===== src/design/gearbox_pkg.sv =====
package gearbox_pkg;

    // one camera link pixel group, three bytes per clock
    localparam int pixel_bits = 24;

    // dram-side spacing between writes, the issue cycle counts
    localparam int wait_cycles = 16;

    // splitter state names the word on fifo_wdata
    typedef enum logic [1:0] {
        IDLE,
        BEAT0,
        BEAT1,
        BEAT2
    } beat_state_t;

    typedef enum logic {
        READY,
        HOLDOFF
    } sched_state_t;

endpackage


===== src/design/dram_write_scheduler.sv =====
`timescale 1ns/1ps

module dram_write_scheduler
    import gearbox_pkg::*;
#(
    parameter int                    data_width = 512,
    parameter int                    addr_width = 32,
    parameter logic [addr_width-1:0] addr_base  = 32'h8000_0000
)
(
    input  logic                  m_axi_aclk,
    input  logic                  axi_reset,
    input  logic                  fifo_empty,
    input  logic                  dram_write_busy,
    output logic                  dram_write_en,
    output logic [addr_width-1:0] dram_write_addr
);

    localparam int cnt_w = $clog2(wait_cycles);

    // one dram word in bytes
    localparam logic [addr_width-1:0] addr_step = addr_width'(data_width / 8);

    sched_state_t     state;
    logic [cnt_w-1:0] hold_cnt;

    always_ff @(posedge m_axi_aclk) begin
        if (axi_reset) begin
            state           <= READY;
            hold_cnt        <= '0;
            dram_write_en   <= 1'b0;
            dram_write_addr <= addr_base;
        end else begin
            dram_write_en <= 1'b0;

            // address moves on once the write has been presented
            if (dram_write_en) begin
                dram_write_addr <= dram_write_addr + addr_step;
            end

            case (state)
                READY: begin
                    if (!fifo_empty && !dram_write_busy) begin
                        dram_write_en <= 1'b1;   // also pops the fifo head
                        state         <= HOLDOFF;
                        hold_cnt      <= '0;
                    end
                end
                HOLDOFF: begin
                    // wait_cycles - 1 cycles here, issue cycle included
                    hold_cnt <= hold_cnt + 1'b1;
                    if (hold_cnt == cnt_w'(wait_cycles - 2)) begin
                        state <= READY;
                    end
                end
                default: state <= READY;
            endcase
        end
    end

endmodule


===== config.mk =====
export PLATFORM = sky130hd
export DESIGN_NAME = dram_write_scheduler
export DESIGN_NICKNAME = d
export VERILOG_FILES = /design/src/design/gearbox_pkg.sv /design/src/design/dram_write_scheduler.sv
export SDC_FILE = /design/constraint.sdc
export NUM_CORES = 1
export LEC_CHECK = 0
export BUFFER_PORTS_ARGS = -buffer_cell sky130_fd_sc_hd__buf_2
export CORE_ASPECT_RATIO = 0.9
export CORE_MARGIN = 2
export CORE_UTILIZATION = 45
export CTS_CLUSTER_DIAMETER = 60
export CTS_CLUSTER_SIZE = 16
export DETAILED_ROUTE_END_ITERATION = 6
export PLACE_DENSITY = 0.66
export SYNTH_ARGS = -nofsm -noshare
export SYNTH_HDL_FRONTEND = slang
export SYNTH_SLANG_ARGS = --single-unit

===== constraint.sdc =====
create_clock -name m_axi_aclk -period 5.5 [get_ports m_axi_aclk]
set_input_delay 0 -clock m_axi_aclk [delete_from_list [all_inputs] [get_ports m_axi_aclk]]
set_output_delay 0 -clock m_axi_aclk [all_outputs]
set_load 0.01 [all_outputs]

==> out/qor.yml <==
status: "finished, final reports clean"
critPathTopFamily: "simple AND/OR/NAND/NOR gates"
drive_gt1_frac: 0.223
numCtsBuffers: 5
std_cell_rows: 20
synth_cell_type_count: 36
ff2ff_setup_slack_ns: 3.40
finalCritPeriodShare: 0.381
clk_latency_ns: 0.29
maxCapViolCount: 0
leakage_nw: 0.692
drt-pass1-iter-count: 4
ant_nets: 0
regToRegEndpoint: "dram_write_addr[29]"
fin_skew_ns: 0.00713
crit_required_ns: 5.71
synth-compound-area-share: 0.125
power_density_nw_per_um2: 268
synthCells: 174
cts.sinks: 32
clk_pin_slew_ns: 0.07
tightest_slew_ns: 0.596
fin_tns_setup_ns: 0
cpMaxStageDelayCell: "or4_1"
drc: 0
final_cell_mix: "dfxtp_1, buf_2, nor2_1"
first_iter_violations: 79
start_util: 0.463
hold_end: "state"
gp_congestion: 0.707
cts_buffer_depth: 2
grt_setup_unrepaired: "no"
grt_max_degree: 34
crit_type: "reg2reg"
via_count: 1317
utilization: 0.534
dpl_cell_area_um2: 1640
grtUsageTotal: 0.171
nets: 208
n_antenna_cell: 0
seq_area_frac_synth: 0.419
io_buffers: 30
final_common_cell: "dfxtp_1"
power.share.clock: 0.469
fp.dieW_um: 65.4
wl_per_cell_um: 12.1
maxSlewViolCount: 0
core-area_um2: 3300
rr_worst_depth: 4
setup_violations: 0
post-cts-setup-buffers: 0
crit_fanout: 15
intPower_mw: 0.373
cp_cell_sequence: "and4_1, nand4_1, or4_1, a21oi_1"
p_seq_frac: 0.500
die_h_um: 59.3
finalCriticalPeriod_ns: 2.10
crit_buf_inv: 0
pin_count: 37
dp_hpwl_um: 2010
hold_start: "fifo_empty"
min_path_type: "in2reg"
comb_power_share: 0.031
routed_via_density: 5.35
critPathMaxStageDelay_ns: 0.63
synthXorXnorAreaFrac: 0.0630
final_area_um2: 1770
die-area_um2: 3880
cts-htree-levels: 2
hold_depth: 4
cts_tree: "yes"
synth_top_family_by_area: "simple AND/OR/NAND/NOR gates"
ys_seq_elements: 32
startpoint_type: "flop"
syn_to_final_growth_pct: 15.5
muxShareOfSynthArea: 0.0270
p_sw_frac: 0.213
final_cells: 246
yosysWarnings: 0
grt_pass1_wl_um: 4990
synthAdderAreaFrac: 0.0245
hold_viol: 0
clock.fmax_mhz: 477
ir_worst_vdd_mv: 0.211
synth-simple-area-share: 0.254
grt_overflow: 0
placed_cells: 236
slew_headroom: 0.603
antenna_found_initial: 0
cts_root_buf: "clkbuf_8"
power.switching_mw: 0.101
netlist_area_um2: 1530
reg2reg_from: "dram_write_en"
grt_pass1_vias: 1132
worst_ep_arrival_time_ns: 2.31
drt_wl_total_um: 2980
avgSynthCellArea_um2: 8.79
end_kind: "flop"
[synth_stat cells]
| library cell | count | area share |
|---|---|---|
| conb_1 | 1 | 0.0025 |
| nor2b_1 | 2 | 0.0082 |
| clkbuf_4 | 1 | 0.0049 |
| ha_1 | 3 | 0.025 |
| clkbuf_1 | 4 | 0.0098 |
| a41oi_1 | 1 | 0.0057 |
| mux2_2 | 1 | 0.0074 |
| nor3_1 | 1 | 0.0033 |
| or3_2 | 3 | 0.015 |
| or4_1 | 7 | 0.034 |
| xnor2_1 | 3 | 0.017 |
| and3_1 | 1 | 0.0041 |
| and4_1 | 3 | 0.017 |
| nor4_1 | 2 | 0.0082 |
| a21oi_1 | 15 | 0.049 |
| xor2_1 | 8 | 0.046 |
| o21ai_0 | 9 | 0.029 |
| or2_2 | 1 | 0.0041 |
| buf_2 | 2 | 0.0065 |
| and3_2 | 1 | 0.0049 |
| nand2_1 | 8 | 0.020 |
| buf_4 | 8 | 0.039 |
| a41o_1 | 1 | 0.0065 |
| mux2i_1 | 3 | 0.020 |
| o31ai_1 | 7 | 0.034 |
| clkdlybuf4s50_2 | 1 | 0.0074 |
| nand3_1 | 9 | 0.029 |
| nand4_1 | 5 | 0.020 |
| buf_6 | 1 | 0.0074 |
| or3_1 | 5 | 0.020 |
| nand3b_1 | 1 | 0.0049 |
| dfxtp_1 | 32 | 0.42 |
| inv_1 | 4 | 0.0098 |
| nor2_1 | 18 | 0.044 |
| or4_4 | 1 | 0.0074 |
| nand4_2 | 1 | 0.0082 |
[per-layer routing]
layer  routed length (um)  track usage  vias up  part of all wire
met5                    0            0        -                 0
met4                   50       0.0714        0             0.017
met3                  226       0.0703        5             0.076
met2                 1360        0.265       35              0.46
met1                 1340        0.212      612              0.45
li1                     -            -      665                 -
[timing repair]
action | 4_1_cts | 5_1_grt
endpoints found under the setup margin | 0 | 0
hold endpoints to repair | 1 | 0
resized for setup | 0 | 0
hold buffers | 2 | 0
[flip-flops by register name (all words and copies together) (netlist names)]
| signal | cells |
|---|---|
| dram_write_addr | 26 |
| dram_write_en | 1 |
| hold_cnt | 4 |
| state | 1 |
[tightest hold or removal path, stage by stage]
cell    delay, ns
buf_2        0.10
nor2_1       0.05
nor2_1       0.17
nor2_1       0.07
[cell families (layout without fill, tap and decap cells)]
| family | after synthesis | count (layout) |
|---|---|---|
| DFF | 32 | 32 |
| and+or+nand+nor | 69 | 69 |
| AOI/OAI and AO/OA | 33 | 33 |
| other | 1 | 6 |
| buffers and inverters | 21 | 44 |
| xor gates and xnor gates | 11 | 11 |
| adders and majority gates | 3 | 3 |
| muxes | 4 | 4 |
[layout make-up]
class | count | area (um2)
well taps | 44 | 55.1
inverters | 4 | 15.0
clock inverters | 2 | 35.0
flip-flops and latches | 32 | 641
repair buffers | 32 | 170
fillers | 340 | 1540
clock buffers | 6 | 72.6
multi-input cells | 126 | 777
[power groups by stage]
stage                     combinational, mW  clock (mW)  sequential [mW]
after floorplan                      0.0151           0            0.241
after global placement               0.0131           0            0.242
after detailed placement             0.0134           0            0.242
after CTS                            0.0143       0.228            0.237
after global routing                 0.0162       0.235            0.237
final                                0.0145       0.223            0.237
[stage by stage]
step / power (mW) / setup slack (ns) / hold slack (ns)
4_1_cts: 0.479 / 3.40 / 0.139
3_5_place_dp: 0.255 / 3.40 / 0.198
3_3_place_gp: 0.255 / 3.48 / 0.195
2_1_floorplan: 0.256 / 3.66 / 0.0770
5_1_grt: 0.489 / 3.17 / 0.168
6_report: 0.474 / 3.40 / 0.152
[how the worst max path moves through the flow]
stage / endpoint / cells past startpoint / slack (ns) / start
floorplan: dram_write_addr[30] / 4 / 3.66 / dram_write_addr[15]
global placement: dram_write_addr[21] / 4 / 3.48 / dram_write_en
detailed placement: dram_write_addr[29] / 4 / 3.40 / dram_write_addr[10]
CTS: dram_write_addr[25] / 4 / 3.40 / dram_write_en
global route: dram_write_addr[23] / 4 / 3.17 / dram_write_addr[11]
finish: dram_write_addr[29] / 4 / 3.40 / dram_write_en
(Power assumes the default switching activity.)
