<file path="config.mk">
export PLATFORM = sky130hd
export DESIGN_NAME = clink_pixel_packer
export DESIGN_NICKNAME = d
export VERILOG_FILES = /design/src/design/gearbox_pkg.sv /design/src/design/clink_pixel_packer.sv
export SDC_FILE = /design/constraint.sdc
export NUM_CORES = 2
export LEC_CHECK = 0
export BUFFER_PORTS_ARGS = -buffer_cell sky130_fd_sc_hd__buf_2
export CAP_MARGIN = 20
export CORE_AREA = 3 3 604 606
export CTS_BUF_LIST = sky130_fd_sc_hd__clkbuf_8
export DETAILED_ROUTE_END_ITERATION = 10
export DIE_AREA = 0 0 607 609
export PLACE_DENSITY = 0.35
export SETUP_SLACK_MARGIN = 0.05
export SLEW_MARGIN = 30
export SYNTH_ARGS = -nofsm -noshare
export SYNTH_HDL_FRONTEND = slang
export SYNTH_SLANG_ARGS = --single-unit
export TNS_END_PERCENT = 5
</file>
<file path="constraint.sdc">
create_clock -name clink_X_clk -period 83 [get_ports clink_X_clk]
set_input_delay 4.15 -clock clink_X_clk [delete_from_list [all_inputs] [get_ports clink_X_clk]]
set_output_delay 4.15 -clock clink_X_clk [all_outputs]
set_load 0.02 [all_outputs]
</file>
<file path="src/design/gearbox_pkg.sv">
package gearbox_pkg;

    // one camera link pixel group, three bytes per clock
    localparam int pixel_bits = 24;

    // dram-side spacing between writes, the issue cycle counts
    localparam int wait_cycles = 16;

    // splitter state names the word on fifo_wdata
    typedef enum logic [1:0] {
        IDLE,
        BEAT0,
        BEAT1,
        BEAT2
    } beat_state_t;

    typedef enum logic {
        READY,
        HOLDOFF
    } sched_state_t;

endpackage

</file>
<file path="src/design/clink_pixel_packer.sv">
`timescale 1ns/1ps

module clink_pixel_packer
    import gearbox_pkg::*;
#(
    parameter int data_width = 512
)
(
    input  logic                      clink_X_clk,
    input  logic                      clk_pixel_resetn,
    input  logic [7:0]                d0,
    input  logic [7:0]                d1,
    input  logic [7:0]                d2,
    input  logic                      fval,
    input  logic                      dval,
    input  logic                      lval,
    output logic                      clk_pixel_resetn_buffer2,
    output logic [3*data_width-1:0]   pack_buf,
    output logic                      pack_valid
);

    localparam int buf_bits = 3 * data_width;
    localparam int slots    = buf_bits / pixel_bits;
    localparam int idx_w    = (slots > 1) ? $clog2(slots) : 1;

    logic             resetn_buffer1;
    logic [idx_w-1:0] slot_idx;
    logic             line_q;      // fval & lval seen last cycle
    logic             pix_valid;
    logic             line_valid;
    logic             line_end;
    logic             buf_last;

    assign pix_valid  = fval & dval & lval;
    assign line_valid = fval & lval;
    assign buf_last   = (slot_idx == idx_w'(slots - 1));

    // end of line follows lval, so dval gaps inside a line do not flush
    assign line_end = line_q & ~line_valid & (slot_idx != '0);

    // two-stage synchronizer for the pixel reset
    always_ff @(posedge clink_X_clk) begin
        resetn_buffer1           <= clk_pixel_resetn;
        clk_pixel_resetn_buffer2 <= resetn_buffer1;
    end

    always_ff @(posedge clink_X_clk) begin
        if (!clk_pixel_resetn_buffer2) begin
            slot_idx   <= '0;
            line_q     <= 1'b0;
            pack_valid <= 1'b0;
        end else begin
            line_q     <= line_valid;
            pack_valid <= 1'b0;
            if (pix_valid) begin
                if (buf_last) begin
                    pack_valid <= 1'b1;     // buffer full
                    slot_idx   <= '0;
                end else begin
                    slot_idx <= slot_idx + 1'b1;
                end
            end else if (line_end) begin
                pack_valid <= 1'b1;         // partial buffer, rest stays zero
                slot_idx   <= '0;
            end
        end
    end

    // slot 0 wipes the old contents so a flushed buffer is zero padded
    always_ff @(posedge clink_X_clk) begin
        if (pix_valid) begin
            if (slot_idx == '0) begin
                pack_buf <= {{(buf_bits - pixel_bits){1'b0}}, d2, d1, d0};
            end else begin
                pack_buf[slot_idx*pixel_bits +: pixel_bits] <= {d2, d1, d0};
            end
        end
    end

endmodule

</file>
==> results.yml <==
power_and_ir_drop:
  ir_worst_vdd_mv: 0.00970
  pwr_density_cell_mw_per_mm2: 19.7
  static-leakage-power_nw: 32.3
yosys:
  ys.flop_type: "edfxtp_1"
  synth_nets: 5996
  synth-edff-count: 1536
  synth_area_leaders: "edfxtp_1 (64%), mux2i_1 (8.7%), nand3_1 (4.2%)"
  synth-async-reset-ratio: 0
  ys_types: 93
  yosysSeqAreaShare: 0.639
  synth_seq_cells: 1546
  syn_area_mm2: 0.0725
  syn_avg_cell_area_um2: 12.2
  synth_top_cell_by_area: "edfxtp_1"
  synth_top_area_frac: 0.637
  synth_warnings: 0
  synthCells: 5955
layout:
  syn2layout_area_growth_pct: 26.6
  seqCellArea_mm2: 0.0463
  drive_above_1_share: 0.305
  final_cell_mix: "buf_2 (1566), edfxtp_1 (1536), nand2_1 (776)"
  layout_commonest_cell: "buf_2"
  multi_input_area_mm2: 0.0243
  fin_cells: 12500
  fin_nets: 7550
  fillers: 38600
setup_path:
  worst_setup_path_start_kind: "input port"
  r2r-start: "slot_idx[1]$_SDFFE_PN0P_"
  crit_cells: 7
  worst_path_max_delay_cell: "inv_8"
  worstPathRequired_ns: 83.61
  crit_end: "pack_buf[935]$_SDFFCE_PP0P_"
  critPathBufInv: 6
  crit_path_max_fanout: 149
  critical_path.max_stage_delay_ns: 0.88
  end_kind: "register"
  r2r_end: "pack_buf[941]$_SDFFCE_PP0P_"
  worstPathCellList: "buf_2 > nand3_1 > inv_8 > buf_12 > buf_4 > buf_12 > buf_6"
  crit_top_cell: "buf_12"
  cp-startpoint: "fval"
  cp_top_family: "buffers and inverters"
  reg2reg_depth: 13
  crit_type: "in2reg"
  rrSetupSlack_ns: 76.01
  arrival_ns: 8.86
detailed_routing:
  drt-wirelength-per-cell_um: 31.8
  dr.first_iter.drc_count: 5019
  vias: 58100
  drc: 0
  routed_wl_mm: 399
  post_drt_via_cell_ratio: 4.63
  antenna_left: 0
  drtPass1Iterations: 5
floorplan:
  die_area_mm2: 0.370
  num_rows: 220
  core_mm2: 0.359
  die_h_um: 609
  die_x_um: 607
  initial_utilization: 0.202
  ios: 1567
cts:
  clk_latency_ns: 0.99
  htree_levels: 5
  cts_resized: 0
  cts_tree: "yes"
  ctsHoldBuffers: 0
  cts_sinks: 1546
  cts_setup_buffers: 0
  cts_root_buf: "clkbuf_8"
  cts_buffers: 319
  clockBufferDepth: 4
  clk_pin_slew_worst_paths_ns: 0.06
status:
  run_status: "completed"
timing:
  slew_violations: 0
  slew_headroom: 0.258
  worst_slew_pin_slew_ns: 1.11
  rsz0062_at_grt: "no"
  finalHoldViolCount: 0
  period_share: 0.0994
  timing.fmax_ghz: 0.121
  setup_violations: 0
  skew_ns: 0.0669
  fin_crit_ns: 8.25
  tns_ns: 0
global_route:
  grt_max_degree: 189
  grt_pass1_vias: 56200
  antenna_found_initial: 50
  grt_overflow: 0
  grtUsageTotal: 0.205
  grt_pass1_wl_mm: 524
flow_run:
  cap_violations: 0
placed_design:
  port_buffers: 1566
  routabilityCongestion: 0.827
  post-place-cells: 12000
  dp_hpwl_mm: 279
hold_path:
  hold_class: "reg2reg"
final cells by class:
class / count / area share
Clock inverter: 228 / 0.0126
Timing Repair Buffer: 1745 / 0.102
Clock buffer: 325 / 0.0487
Tap cell: 4773 / 0.0651
Inverter: 14 / 0.000654
Sequential cell: 1546 / 0.505
Multi-Input combinational cell: 3883 / 0.265
Antenna cell: 24 / 0.000654
sequential cells by signal (all words and copies together), names as in the netlist:
signal                    flops
clk_pixel_resetn_buffer2      1
pack_buf                   1536
line_q                        1
pack_valid                    1
resetn_buffer1                1
slot_idx                      6
through the flow:
stage | hold slack [ns] | worst slack, ns | area (um^2) | power, mW | util
floorplan | 0.310 | 45.56 | 72500 | 1.02 | -
finish | 0.327 | 74.75 | 91800 | 1.81 | 0.255
global placement | 0.316 | 73.56 | 85700 | 1.07 | 0.238
detailed placement | 0.313 | 73.46 | 86000 | 1.07 | 0.239
global route | 0.331 | 74.48 | 91700 | 1.88 | 0.255
CTS | 0.325 | 74.61 | 91600 | 1.84 | 0.255
report_power, final:
group / switching, mW / internal [mW] / total (mW)
Clock: 0.379 / 0.377 / 0.756
Sequential: 0.0107 / 0.881 / 0.891
Combinational: 0.124 / 0.0354 / 0.160
Total: 0.514 / 1.29 / 1.81
cells in the mapped netlist (17+ instances only):
| master | number |
|---|---|
| nor2_1 | 385 |
| mux2i_1 | 633 |
| o21ai_0 | 543 |
| a32oi_1 | 26 |
| nor2b_1 | 17 |
| nor2_8 | 23 |
| a31o_2 | 18 |
| o21ai_1 | 106 |
| edfxtp_1 | 1536 |
| buf_1 | 26 |
| a211oi_1 | 210 |
| nor3_1 | 25 |
| and2_1 | 23 |
| a21oi_1 | 50 |
| nand4_1 | 37 |
| and3_1 | 19 |
| clkbuf_1 | 348 |
| nand2_1 | 796 |
| nor2_2 | 31 |
| a31o_1 | 27 |
| nand3_1 | 610 |
| buf_2 | 117 |
| a32o_1 | 19 |
| a22o_1 | 45 |
| a22oi_1 | 18 |
routing by layer:
| metal | routed length (um) | track usage |
|---|---|---|
| met5 | 13 | 0 |
| met2 | 191000 | 0.343 |
| met3 | 31100 | 0.0570 |
| met1 | 162000 | 0.252 |
| met4 | 14200 | 0.0704 |
worst min-delay path by stage:
stage                                       endpoint  cells past startpoint                    from
detailed placement  clk_pixel_resetn_buffer2$_DFF_P_                      0  resetn_buffer1$_DFF_P_
floorplan           clk_pixel_resetn_buffer2$_DFF_P_                      0  resetn_buffer1$_DFF_P_
CTS                 clk_pixel_resetn_buffer2$_DFF_P_                      0  resetn_buffer1$_DFF_P_
global route        clk_pixel_resetn_buffer2$_DFF_P_                      0  resetn_buffer1$_DFF_P_
global placement    clk_pixel_resetn_buffer2$_DFF_P_                      0  resetn_buffer1$_DFF_P_
finish              clk_pixel_resetn_buffer2$_DFF_P_                      0  resetn_buffer1$_DFF_P_
logic make-up after synthesis:
logic type,after synthesis,share of synthesized area
buf+inv,526,0.0307
xor+xnor,10,0.00219
compound gates,1161,0.101
simple gates,2058,0.135
fa+ha+maj,12,0.00218
flops,1546,0.639
mux,642,0.0889
Note: power is estimated with default switching activity, not from simulation.
